File: src/hdl/s16_cfg.svh
`ifndef S16_CFG_SVH
`define S16_CFG_SVH

// Line on which the VBLANK interrupt is raised
`define S16_VBLANK_LINE 9'd223

// Value returned by unused I/O locations
`define S16_IO_IDLE 8'hff

// Value on the data bus when no device drives it
`define S16_BUS_IDLE 16'hffff

// ROM word-address width, bits 17 to 1
`define S16_ROM_AW 17

`endif

File: src/hdl/s16_bus_pkg.sv
package s16_bus_pkg;

    typedef logic [23:1] cpu_addr_t;
    typedef logic [15:0] cpu_data_t;

    // Everything the 68000 drives onto its bus
    typedef struct packed {
        cpu_addr_t  addr;
        cpu_data_t  dout;   // write data, low byte also feeds the 8255
        logic       as_n;
        logic       uds_n;
        logic       lds_n;
        logic       rnw;
        logic [2:0] fc;
    } cpu_bus_t;

    // One bit per decoded region
    typedef struct packed {
        logic rom;
        logic vram;
        logic chr;
        logic obj;
        logic pal;
        logic io;
        logic wdog;
        logic ram;
    } mem_sel_t;

    typedef enum logic [1:0] {
        DTACK_IDLE,
        DTACK_WAIT,
        DTACK_ACK,
        DTACK_HOLD
    } dtack_state_t;

    typedef enum logic [1:0] {
        RAM_IDLE,
        RAM_ARMED,
        RAM_ACTIVE
    } ram_state_t;

endpackage

File: src/hdl/s16_io_pkg.sv
package s16_io_pkg;

    typedef logic [7:0] joy_t;
    typedef logic [7:0] dip_t;
    typedef logic [7:0] ppi_port_t;

    // Cabinet controls, all active low
    typedef struct packed {
        joy_t       joystick1;
        joy_t       joystick2;
        logic [1:0] start_button;
        logic [1:0] coin_input;
        logic       service;
    } cab_in_t;

endpackage

File: src/hdl/s16_mem_map.sv
`include "s16_cfg.svh"

module s16_mem_map (
    input  logic                   clk,
    input  logic                   rst,
    input  s16_bus_pkg::cpu_bus_t  bus,
    output s16_bus_pkg::mem_sel_t  sel,
    output logic                   berr_n,
    input  logic                   ram_cs,
    input  logic                   vram_cs,
    input  s16_bus_pkg::cpu_data_t rom_data,
    input  s16_bus_pkg::cpu_data_t ram_data,
    input  s16_bus_pkg::cpu_data_t char_dout,
    input  s16_bus_pkg::cpu_data_t pal_dout,
    input  s16_bus_pkg::cpu_data_t obj_dout,
    input  logic [7:0]             cab_dout,
    output s16_bus_pkg::cpu_data_t cpu_din
);
    import s16_bus_pkg::*;

    logic sel_valid;

    // System 16A map on the region byte A[23:16]
    function automatic mem_sel_t decode(input cpu_addr_t a);
        mem_sel_t s;
        s.rom  = a[23:22] == 2'd0 && !a[18];        // 00-03
        s.vram = a[22] && a[18:16] == 3'd0;         // 40
        s.chr  = a[22] && a[18:16] == 3'd1;         // 41
        s.obj  = a[23:22] == 2'd1 && a[18];         // 44
        s.pal  = a[23:22] == 2'd2 && a[18];         // 84
        s.io   = a[23:22] == 2'd3 && a[18:17] == 2'd2;  // c4
        s.wdog = a[23:22] == 2'd3 && a[18:16] == 3'd6;  // c6
        s.ram  = a[23:22] == 2'd3 && a[18:16] == 3'd7;  // c7
        return s;
    endfunction

    always_ff @(posedge clk or posedge rst) begin
        if (rst) begin
            sel       <= '0;
            sel_valid <= 1'b0;
            berr_n    <= 1'b1;
        end else begin
            sel_valid <= !bus.as_n;
            if (!bus.as_n) begin
                sel <= decode(bus.addr);
            end else begin
                sel <= '0;
            end
            // Unmapped once the decode has settled and held to the end of the cycle
            if (bus.as_n) begin
                berr_n <= 1'b1;
            end else if (sel_valid && sel == '0) begin
                berr_n <= 1'b0;
            end
        end
    end

    // Read data with the RAM side already qualified by the strobe logic
    always_ff @(posedge clk or posedge rst) begin
        if (rst) begin
            cpu_din <= `S16_BUS_IDLE;
        end else if (ram_cs || vram_cs) begin
            cpu_din <= ram_data;
        end else if (sel.rom) begin
            cpu_din <= rom_data;
        end else if (sel.chr) begin
            cpu_din <= char_dout;
        end else if (sel.pal) begin
            cpu_din <= pal_dout;
        end else if (sel.obj) begin
            cpu_din <= obj_dout;
        end else if (sel.io) begin
            cpu_din <= {`S16_IO_IDLE, cab_dout};
        end else begin
            cpu_din <= `S16_BUS_IDLE;
        end
    end

    a_sel_onehot: assert property (@(posedge clk) disable iff (rst) $onehot0(sel))
        else $error("more than one region selected: %b", sel);

endmodule

File: src/hdl/s16_ram_strobe.sv
module s16_ram_strobe (
    input  logic                  clk,
    input  logic                  rst,
    input  logic                  cpu_cen,
    input  s16_bus_pkg::cpu_bus_t bus,
    input  logic                  pre_ram,
    input  logic                  pre_vram,
    output logic                  ram_cs,
    output logic                  vram_cs
);
    import s16_bus_pkg::*;

    logic       wr_strobe;
    logic [1:0] pre;
    logic [1:0] cs;

    // Write byte enables are valid
    assign wr_strobe = !bus.rnw && (!bus.uds_n || !bus.lds_n);
    assign pre       = {pre_ram, pre_vram};
    assign ram_cs    = cs[1];
    assign vram_cs   = cs[0];

    for (genvar i = 0; i < 2; i++) begin : g_chan
        ram_state_t state;
        logic       go;

        // Reads go at the next CPU enable while writes wait for a byte strobe
        assign go = cpu_cen && (bus.rnw || wr_strobe);

        always_ff @(posedge clk or posedge rst) begin
            if (rst) begin
                state <= RAM_IDLE;
            end else begin
                case (state)
                    RAM_IDLE: begin
                        if (pre[i] && go) begin
                            state <= RAM_ACTIVE;
                        end else if (pre[i]) begin
                            state <= RAM_ARMED;
                        end
                    end
                    RAM_ARMED: begin
                        if (!pre[i]) begin
                            state <= RAM_IDLE;
                        end else if (go) begin
                            state <= RAM_ACTIVE;
                        end
                    end
                    RAM_ACTIVE: begin
                        if (!pre[i]) begin
                            state <= RAM_IDLE;
                        end
                    end
                    default: state <= RAM_IDLE;
                endcase
            end
        end

        // Drops together with the pre select
        assign cs[i] = state == RAM_ACTIVE && pre[i];
    end

    a_ram_cs_pre: assert property (@(posedge clk) disable iff (rst)
        $rose(ram_cs) |-> $past(pre_ram))
        else $error("ram_cs rose without a RAM select");

endmodule

File: src/hdl/s16_dtack.sv
module s16_dtack (
    input  logic                  clk,
    input  logic                  rst,
    input  logic                  cpu_cen,
    input  logic                  cpu_cenb,
    input  logic                  as_n,
    input  s16_bus_pkg::mem_sel_t sel,
    input  logic                  rom_ok,
    input  logic                  ram_ok,
    output logic                  dtack_n
);
    import s16_bus_pkg::*;

    dtack_state_t state;
    logic         busy;
    logic         ready;

    // SDRAM backed regions stall until their data is there
    assign busy  = (sel.rom && !rom_ok) || ((sel.vram || sel.ram) && !ram_ok);
    assign ready = sel != '0 && !busy;

    always_ff @(posedge clk or posedge rst) begin
        if (rst) begin
            state   <= DTACK_IDLE;
            dtack_n <= 1'b1;
        end else begin
            case (state)
                DTACK_IDLE: begin
                    if (!as_n && sel != '0) begin
                        if (ready && cpu_cenb) begin
                            state   <= DTACK_ACK;
                            dtack_n <= 1'b0;
                        end else begin
                            state <= DTACK_WAIT;
                        end
                    end
                end
                DTACK_WAIT: begin
                    if (as_n) begin
                        state <= DTACK_IDLE;
                    end else if (ready && cpu_cenb) begin
                        state   <= DTACK_ACK;
                        dtack_n <= 1'b0;
                    end
                end
                // Acknowledge stays until the CPU ends the cycle
                DTACK_ACK: begin
                    if (as_n) begin
                        state   <= DTACK_IDLE;
                        dtack_n <= 1'b1;
                    end else if (cpu_cen) begin
                        state <= DTACK_HOLD;
                    end
                end
                DTACK_HOLD: begin
                    if (as_n) begin
                        state   <= DTACK_IDLE;
                        dtack_n <= 1'b1;
                    end
                end
                default: begin
                    state   <= DTACK_IDLE;
                    dtack_n <= 1'b1;
                end
            endcase
        end
    end

    a_dtack_release: assert property (@(posedge clk) disable iff (rst) as_n |=> dtack_n)
        else $error("dtack_n still low after as_n went high");

endmodule

File: src/hdl/s16_ppi.sv
`include "s16_cfg.svh"

module s16_ppi (
    input  logic                  clk,
    input  logic                  rst,
    input  logic [1:0]            addr,
    input  s16_io_pkg::ppi_port_t din,
    input  logic                  wr,
    input  logic                  rd_cs,
    input  s16_io_pkg::ppi_port_t portc_din,
    output s16_io_pkg::ppi_port_t dout,
    output s16_io_pkg::ppi_port_t porta_dout,
    output s16_io_pkg::ppi_port_t portb_dout,
    output s16_io_pkg::ppi_port_t portc_dout
);
    import s16_io_pkg::*;

    ppi_port_t portc_rd;

    // Bit 6 of port C is an input on this board
    assign portc_rd = {portc_dout[7], portc_din[6], portc_dout[5:0]};

    always_ff @(posedge clk or posedge rst) begin
        if (rst) begin
            porta_dout <= `S16_IO_IDLE;
            portb_dout <= `S16_IO_IDLE;
            portc_dout <= `S16_IO_IDLE;
        end else if (wr) begin
            case (addr)
                2'd0: porta_dout <= din;
                2'd1: portb_dout <= din;
                2'd2: portc_dout <= din;
                2'd3: begin
                    // Bit set/reset, mode words are ignored
                    if (!din[7]) begin
                        portc_dout[din[3:1]] <= din[0];
                    end
                end
                default: ;
            endcase
        end
    end

    always_comb begin
        dout = `S16_IO_IDLE;
        if (rd_cs) begin
            case (addr)
                2'd0: dout = porta_dout;
                2'd1: dout = portb_dout;
                2'd2: dout = portc_rd;
                default: dout = `S16_IO_IDLE;
            endcase
        end
    end

endmodule

File: src/hdl/s16_cabinet_io.sv
`include "s16_cfg.svh"

module s16_cabinet_io (
    input  logic                  clk,
    input  logic                  rst,
    input  s16_bus_pkg::cpu_bus_t bus,
    input  logic                  io_sel,
    input  s16_io_pkg::cab_in_t   cab,
    input  s16_io_pkg::dip_t      dipsw_a,
    input  s16_io_pkg::dip_t      dipsw_b,
    input  logic                  snd_ack,
    output logic [7:0]            cab_dout,
    output s16_io_pkg::ppi_port_t snd_latch,
    output logic                  snd_irq_n,
    output logic                  flip
);
    import s16_io_pkg::*;

    logic      ppi_cs;
    logic      ppi_wr;
    ppi_port_t ppi_dout;
    ppi_port_t portb;
    ppi_port_t portc;

    // Board wiring of the joystick bits
    function automatic joy_t sort_joy(input joy_t j);
        return {j[1:0], j[3:2], j[7], j[5:4], j[6]};
    endfunction

    assign ppi_cs    = io_sel && bus.addr[13:12] == 2'd0;
    assign ppi_wr    = ppi_cs && !bus.rnw && !bus.lds_n;
    assign snd_irq_n = portc[7];
    assign flip      = portb[7];

    s16_ppi u_ppi (
        .clk        (clk),
        .rst        (rst),
        .addr       (bus.addr[2:1]),
        .din        (bus.dout[7:0]),
        .wr         (ppi_wr),
        .rd_cs      (ppi_cs && bus.rnw),
        .portc_din  ({1'b1, snd_ack, 6'h3f}),
        .dout       (ppi_dout),
        .porta_dout (snd_latch),
        .portb_dout (portb),
        .portc_dout (portc)
    );

    always_comb begin
        cab_dout = `S16_IO_IDLE;
        if (io_sel) begin
            case (bus.addr[13:12])
                2'd0: cab_dout = ppi_dout;
                2'd1: begin
                    case (bus.addr[2:1])
                        2'd0: cab_dout = {2'b11, cab.start_button, cab.service, 1'b1,
                                          cab.coin_input};
                        2'd1: cab_dout = sort_joy(cab.joystick1);
                        2'd3: cab_dout = sort_joy(cab.joystick2);
                        default: cab_dout = `S16_IO_IDLE;
                    endcase
                end
                2'd2: cab_dout = bus.addr[1] ? dipsw_b : dipsw_a;
                default: cab_dout = `S16_IO_IDLE;
            endcase
        end
    end

endmodule

File: src/hdl/s16_vblank_irq.sv
`include "s16_cfg.svh"

module s16_vblank_irq (
    input  logic                  clk,
    input  logic                  rst,
    input  logic [8:0]            vdump,
    input  logic                  hstart,
    input  s16_bus_pkg::cpu_bus_t bus,
    output logic                  irq_n
);
    logic last_hstart;
    logic int_ack;

    // CPU space cycle
    assign int_ack = &bus.fc && !bus.as_n;

    always_ff @(posedge clk or posedge rst) begin
        if (rst) begin
            last_hstart <= 1'b0;
            irq_n       <= 1'b1;
        end else begin
            last_hstart <= hstart;
            // Acknowledge wins over a request in the same clk
            if (int_ack) begin
                irq_n <= 1'b1;
            end else if (hstart && !last_hstart && vdump == `S16_VBLANK_LINE) begin
                irq_n <= 1'b0;
            end
        end
    end

endmodule

File: src/hdl/s16_main.sv
`include "s16_cfg.svh"

module s16_main (
    input  logic                      clk,
    input  logic                      rst,
    input  logic                      cpu_cen,
    input  logic                      cpu_cenb,
    // CPU bus
    input  s16_bus_pkg::cpu_bus_t     bus,
    output s16_bus_pkg::cpu_data_t    cpu_din,
    output logic                      dtack_n,
    output logic                      berr_n,
    output logic                      irq_n,
    // Video timing
    input  logic [8:0]                vdump,
    input  logic                      hstart,
    // ROM
    output logic [`S16_ROM_AW:1]      rom_addr,
    output logic                      rom_cs,
    input  s16_bus_pkg::cpu_data_t    rom_data,
    input  logic                      rom_ok,
    // Work RAM and VRAM
    output logic                      ram_cs,
    output logic                      vram_cs,
    input  s16_bus_pkg::cpu_data_t    ram_data,
    input  logic                      ram_ok,
    // Video chips
    output logic                      char_cs,
    output logic                      pal_cs,
    output logic                      objram_cs,
    input  s16_bus_pkg::cpu_data_t    char_dout,
    input  s16_bus_pkg::cpu_data_t    pal_dout,
    input  s16_bus_pkg::cpu_data_t    obj_dout,
    // Cabinet
    input  s16_io_pkg::cab_in_t       cab,
    input  s16_io_pkg::dip_t          dipsw_a,
    input  s16_io_pkg::dip_t          dipsw_b,
    // Sound CPU link
    input  logic                      snd_ack,
    output s16_io_pkg::ppi_port_t     snd_latch,
    output logic                      snd_irq_n,
    output logic                      flip
);
    import s16_bus_pkg::*;

    mem_sel_t   sel;
    logic [7:0] cab_dout;

    assign rom_addr  = bus.addr[`S16_ROM_AW:1];
    assign rom_cs    = sel.rom;
    assign char_cs   = sel.chr;
    assign pal_cs    = sel.pal;
    assign objram_cs = sel.obj;

    s16_mem_map u_mem_map (
        .clk       (clk),
        .rst       (rst),
        .bus       (bus),
        .sel       (sel),
        .berr_n    (berr_n),
        .ram_cs    (ram_cs),
        .vram_cs   (vram_cs),
        .rom_data  (rom_data),
        .ram_data  (ram_data),
        .char_dout (char_dout),
        .pal_dout  (pal_dout),
        .obj_dout  (obj_dout),
        .cab_dout  (cab_dout),
        .cpu_din   (cpu_din)
    );

    s16_ram_strobe u_ram_strobe (
        .clk      (clk),
        .rst      (rst),
        .cpu_cen  (cpu_cen),
        .bus      (bus),
        .pre_ram  (sel.ram),
        .pre_vram (sel.vram),
        .ram_cs   (ram_cs),
        .vram_cs  (vram_cs)
    );

    s16_dtack u_dtack (
        .clk      (clk),
        .rst      (rst),
        .cpu_cen  (cpu_cen),
        .cpu_cenb (cpu_cenb),
        .as_n     (bus.as_n),
        .sel      (sel),
        .rom_ok   (rom_ok),
        .ram_ok   (ram_ok),
        .dtack_n  (dtack_n)
    );

    s16_cabinet_io u_cabinet_io (
        .clk       (clk),
        .rst       (rst),
        .bus       (bus),
        .io_sel    (sel.io),
        .cab       (cab),
        .dipsw_a   (dipsw_a),
        .dipsw_b   (dipsw_b),
        .snd_ack   (snd_ack),
        .cab_dout  (cab_dout),
        .snd_latch (snd_latch),
        .snd_irq_n (snd_irq_n),
        .flip      (flip)
    );

    s16_vblank_irq u_vblank_irq (
        .clk    (clk),
        .rst    (rst),
        .vdump  (vdump),
        .hstart (hstart),
        .bus    (bus),
        .irq_n  (irq_n)
    );

endmodule

File: config.mk
export PLATFORM = sky130hd
export DESIGN_NAME = s16_main
export DESIGN_NICKNAME = d
export VERILOG_FILES = /design/src/hdl/s16_bus_pkg.sv /design/src/hdl/s16_io_pkg.sv /design/src/hdl/s16_mem_map.sv /design/src/hdl/s16_ram_strobe.sv /design/src/hdl/s16_dtack.sv /design/src/hdl/s16_ppi.sv /design/src/hdl/s16_cabinet_io.sv /design/src/hdl/s16_vblank_irq.sv /design/src/hdl/s16_main.sv
export VERILOG_INCLUDE_DIRS = /design/src /design/src/hdl
export SDC_FILE = /design/constraint.sdc
export NUM_CORES = 1
export LEC_CHECK = 0
export BUFFER_PORTS_ARGS = -buffer_cell sky130_fd_sc_hd__buf_2
export CORE_MARGIN = 1.5
export CORE_UTILIZATION = 44
export DETAILED_ROUTE_END_ITERATION = 10
export GPL_TIMING_DRIVEN = 0
export PLACE_DENSITY = 0.78
export SYNTH_ARGS = -nofsm -noshare
export SYNTH_HDL_FRONTEND = slang
export SYNTH_HIERARCHICAL = 1
export SYNTH_SLANG_ARGS = --single-unit
File: constraint.sdc
create_clock -name clk -period 2.4 [get_ports clk]
set_clock_uncertainty 0.05 [all_clocks]
set_input_delay 0 -clock clk [delete_from_list [all_inputs] [get_ports clk]]
set_output_delay 0 -clock clk [all_outputs]
set_load 0.02 [all_outputs]
### Word-level counts from Yosys, hierarchy flattened

Cells that the tools add are included.

| storage, ports and cells | value |
|---|---|
| flip-flop bits (word level) | 59 |

| operators by class | value |
|---|---|
| magnitude comparators | 2 |
| equality and inequality tests | 33 |
| multiplexer cells | 45 |
| reduce and logical (&&, ||, !) cells | 63 |

Operators by type and width:

| operator | number |
|---|---|
| $mux W16 | 5 |
| $pmux W8 S3 | 3 |
| $mux W8 | 5 |
| $mux W2 | 16 |
| $logic_and A1 B1 Y1 | 28 |
| $eq A2 B2 Y1 const B | 10 |
| $pmux W8 S2 | 1 |
| $ne A3 B2 Y1 const B | 5 |
| $reduce_and A3 Y1 | 5 |
| $eq A2 B1 Y1 const B | 6 |
| $logic_not A2 Y1 | 6 |
| $pmux W2 S3 | 2 |
| $ne A2 B2 Y1 const B | 5 |
| $eq A9 B8 Y1 const B | 1 |
| $logic_not A1 Y1 | 9 |
| $mux W1 | 9 |
| $bwmux W8 | 1 |
| $logic_not A8 Y1 | 1 |
| $pmux W2 S4 | 1 |
| $reduce_bool A8 Y1 | 1 |
| $eq A3 B3 Y1 const B | 2 |
| $reduce_bool A2 Y1 | 3 |
| $logic_or A1 B1 Y1 | 5 |
| $lt A3 B4 Y1 const B | 1 |
| other kinds (10) | 12 |

### Logic depth before layout (Yosys ltp)

| depth | value |
|---|---|
| depth after elaboration | 11 |
| gate-level depth with buffers | 10 |

### Hierarchy

The synthesis kept the hierarchy.

Modules (own cells, without submodules):

| module | instances | cells each | area an instance (um^2) | seq. area each (um^2) |
|---|---|---|---|---|
| s16_mem_map | 1 | 158 | 1520.2 | 671.9 |
| s16_ppi | 1 | 121 | 1386.3 | 630.6 |
| s16_cabinet_io | 1 | 64 | 491.7 | 0.0 |
| s16_ram_strobe | 1 | 18 | 187.7 | 100.1 |
| s16_main | 1 | 17 | 127.6 | 0.0 |
| s16_dtack | 1 | 13 | 120.1 | 51.3 |
| s16_vblank_irq | 1 | 9 | 100.1 | 51.3 |

### Worst setup path after synthesis

No wires, ideal clock.

| timing path | value |
|---|---|
| path kind | reg-to-reg |
| start point | register u_mem_map/sel[2] (netlist name) |
| end point | register u_cabinet_io.u_ppi.portc_dout[0] |
| library setup time | 0.082 ns |
| arrival | 1.992 ns |
| data required time | 2.268 ns |
| setup slack | 0.276 ns |
| stages on the path, launching flop included | 6 |
| path buffers | 0 |
| cells stage by stage | dfrtp_1 nand2b_1 nor4_1 nand2_2 a211oi_2 mux2_2 |

| on the way | value |
|---|---|
| longest elaborated chain between the ends | 4 |

RTL lines:

| item | line | source |
|---|---|---|
| $logic_and A1 B1 Y1 | s16_cabinet_io.sv:30 | `assign ppi_cs = io_sel && bus.addr[13:12] == 2'd0;` |
| $logic_and A1 B1 Y1 (2 in series) | s16_cabinet_io.sv:31 | `assign ppi_wr = ppi_cs && !bus.rnw && !bus.lds_n;` |
| net u_cabinet_io.ppi_wr | s16_cabinet_io.sv:20 | `logic ppi_wr;` |
| $reduce_and A3 Y1 (no line) | n/a |  |
| to (signal assigned) | s16_ppi.sv:27 | `` portc_dout <= `S16_IO_IDLE; `` |
| to (signal assigned) | s16_ppi.sv:32 | `2'd2: portc_dout <= din;` |
| to (signal, indexed assignment) | s16_ppi.sv:36 | `portc_dout[din[3:1]] <= din[0];` |
| to (decl) | s16_ppi.sv:14 | `output s16_io_pkg::ppi_port_t portc_dout` |

The timed path passes the listed nets, and every way through them passes these cells.
A chain may end at the register's enable or synchronous reset.

### Worst setup path after layout

| timing path | value |
|---|---|
| start point | register u_mem_map/sel[6] (netlist name) |
| end point | register u_mem_map.cpu_din[6] |

| on the way | value |
|---|---|
| longest elaborated chain between the ends | 3 |

RTL lines:

| item | line | source |
|---|---|---|
| $logic_and A1 B1 Y1 | s16_ram_strobe.sv:60 | `assign cs[i] = state == RAM_ACTIVE && pre[i];` |
| $logic_or A1 B1 Y1 | s16_mem_map.sv:62 | `end else if (ram_cs \|\| vram_cs) begin` |
| $mux W16 | s16_mem_map.sv:62 |  |
| to (signal assigned) | s16_mem_map.sv:61 | `` cpu_din <= `S16_BUS_IDLE; `` |
| to (signal assigned) | s16_mem_map.sv:63 | `cpu_din <= ram_data;` |
| to (signal assigned) | s16_mem_map.sv:65 | `cpu_din <= rom_data;` |
| to (decl) | s16_mem_map.sv:17 | `output s16_bus_pkg::cpu_data_t cpu_din` |

No other way between the ends.

==> results.py <==
metrics = {
    "run_status": {
        "status": "finished, final reports clean",
    },
    "setup_path": {
        "r2r_cells": 7,
        "max_stage_delay_ns": 0.60,
        "path_class": "flop to flop",
        "cp.arrival_ns": 2.52,
        "critPathLaunchType": "flop",
        "end_kind": "flop",
        "path_max_fanout": 10,
        "critPathMostFrequentCell": "buf_2",
        "critical_path_required_ns": 2.60,
        "cpLargestDelayFamily": "buffers and inverters",
        "cp_cell_sequence": "and3b_2 -> or2_1 -> buf_2 -> buf_2 -> a221oi_1 -> dlygate4sd3_1 -> a21oi_1",
        "cp.depth": 7,
        "worst-path-buf-inv": 3,
        "slowest_stage": "dlygate4sd3_1",
    },
    "clock_network": {
        "clock_path_buffers": 2,
        "cts_tree": "built",
        "cts-root-buf": "clkbuf_8",
        "path_clk_slew_ns": 0.07,
        "cts_setup_buffers": 0,
        "htreeDepth": 3,
        "cts_sinks": 57,
        "cts_buffers": 9,
        "worstSkewPairLatency_ns": 0.33,
    },
    "grt": {
        "grt_pass1_wl_mm": 21.4,
        "antenna_found_initial": 0,
        "grt_pass1_vias": 4619,
        "grt_use_total_pct": 28.2,
        "grt_overflow": 0,
        "grt_max_degree": 27,
    },
    "power_and_ir_drop": {
        "p_total_w": 0.00263,
        "ir_drop_uv": 461,
        "power_density_mw_per_mm2": 438,
        "leakagePower_nw": 2.74,
    },
    "flow_run": {
        "drv_cap": 0,
    },
    "floorplan": {
        "rows": 34,
        "die_h_um": 96.8,
        "core_area_mm2": 0.00864,
        "die_w_um": 96.8,
        "start_util_pct": 44.9,
        "dieArea_mm2": 0.00938,
        "ios": 232,
    },
    "timing": {
        "setup_viol": 0,
        "hold_viol_final": 0,
        "fin_crit_ns": 2.32,
        "fin_crit_sh_pct": 96.6,
        "slew_headroom_pct": 31.6,
        "tightestPinTransition_ns": 1.03,
        "rsz0062_at_grt": "no",
        "slew_violations": 0,
        "fmax_ghz": 0.431,
    },
    "finish": {
        "nets": 863,
        "layout-drive-gt1-share_pct": 52.2,
        "layoutNonFillerInstCount": 796,
        "antenna_cells": 0,
        "area_growth_pct": 54.8,
    },
    "synthesis": {
        "avgSynthCellArea_um2": 9.83,
        "yosysWarnings": 6,
        "syn_area_mm2": 0.00387,
        "synth_nets": 574,
        "syn_inst": 394,
    },
    "drt": {
        "firstDrtPassIters": 5,
        "detail_route.iter0.violations": 269,
        "postRouteAntennaNets": 0,
        "num_vias": 4541,
        "routed_wl_mm": 13.8,
        "vias_per_cell": 5.70,
        "avgRoutedWirePerCell_um": 17.3,
        "route.detailed.drc": 0,
    },
    "placed_design": {
        "place.gp.congestion": 0.950,
        "dp_hpwl_mm": 9.56,
        "io_buffers": 208,
        "dpl.cell_count": 710,
    },
    "worst_hold_path": {
        "min_path_cells": 3,
        "hp-class": "primary input to flop",
    },
}
==> repair_timing <==
item | CTS | global route
resized for setup | 1 | 7
hold buffers | 70 | 0
setup endpoints to repair | 22 | 19
endpoints found under the hold margin | 65 | 0
==> metal layers <==
layer / vias up / routed length [um] / track usage [%]
met2: 279 / 6850 / 48.6
li1: 2049 / - / -
met1: 2153 / 5390 / 32.9
met4: 0 / 570 / 14.7
met5: - / 0 / 0
met3: 60 / 998 / 5.92
==> placed cells by master, fill, tap and decap left out, types with 14 or more instances in the layout <==
| master | instances |
|---|---|
| o22ai_1 | 16 |
| mux2_2 | 29 |
| buf_2 | 221 |
| buf_4 | 20 |
| dfstp_2 | 42 |
| a21oi_1 | 19 |
| nor2_1 | 20 |
| dfrtp_1 | 14 |
| inv_1 | 18 |
| dlygate4sd3_1 | 70 |
==> area by class of cell <==
cell class                      count  area (um2)
Fill cell                         655        2640
Multi-Input combinational cell    273        2040
Sequential cell                    57        1480
Clock inverter                      2        35.0
Clock buffer                       14         183
Timing Repair Buffer              278        1740
Tap cell                          108         135
Inverter                           18        67.6
Buffer                             46         310
==> where the power goes <==
| part | switching [W] | internal [W] |
|---|---|---|
| combinational | 0.000296 | 0.000317 |
| clock | 0.000376 | 0.000592 |
| sequential | 0.0000213 | 0.00102 |
| total | 0.000694 | 0.00193 |
==> flip-flops by register name, indices dropped and copies added, names as in the netlist <==
register,flops
u_mem_map/sel_valid,1
u_mem_map/berr_n,1
u_dtack/state,1
u_mem_map/cpu_din,16
u_cabinet_io/u_ppi/portb_dout,8
u_mem_map/sel,8
u_dtack/dtack_n,1
u_ram_strobe/g_chan.state,4
u_vblank_irq/last_hstart,1
u_cabinet_io/u_ppi/porta_dout,8
u_cabinet_io/u_ppi/portc_dout,7
u_vblank_irq/irq_n,1
==> stage by stage <==
| stage | instance area, um2 | setup slack, ns | hold slack (ns) | TNS [ns] | utilization (%) |
|---|---|---|---|---|---|
| after floorplan | 3870 | 0.281 | -0.310 | 0 | - |
| final | 6000 | 0.0806 | 0.0317 | 0 | 69.4 |
| after global routing | 6000 | 0.00404 | 0.0275 | 0 | 69.4 |
| after CTS | 5970 | 0.0449 | 0.00378 | 0 | 69.2 |
| after detailed placement | 5050 | -0.234 | -0.151 | -3.65 | 58.5 |
| after global placement | 5050 | -0.198 | -0.152 | -3.18 | 58.5 |
==> worst reg2reg max path, cell delays in order, from the launching register on <==
cell and delay [ns]:
dfrtp_1 0.41, and3b_2 0.27, or2_1 0.23, buf_2 0.14, buf_2 0.19, a221oi_1 0.25, dlygate4sd3_1 0.60, a21oi_1 0.09
==> worst paths after layout <==
| path | from | end | slack (ns) |
|---|---|---|---|
| worst max-delay path | u_mem_map/sel[6]$_DFF_PP0_ | u_mem_map/cpu_din[6]$_DFF_PP1_ | 0.08 |
| worst min-delay path | rom_data[0] | u_mem_map/cpu_din[0]$_DFF_PP1_ | 0.03 |
| worst max register to register | u_mem_map/sel[6]$_DFF_PP0_ | u_mem_map/cpu_din[6]$_DFF_PP1_ | 0.08 |
| worst min register to register | u_cabinet_io/u_ppi/portc_dout[1]$_DFFE_PP1P_ | u_cabinet_io/u_ppi/portc_dout[1]$_DFFE_PP1P_ | 0.44 |
| max in group asynchronous | rst | u_mem_map/sel[2]$_DFF_PP0_ | 1.15 |
| min in group asynchronous | rst | u_dtack/state[1]$_DFFE_PP0P_ | 0.06 |
(Power assumes the default switching activity.)
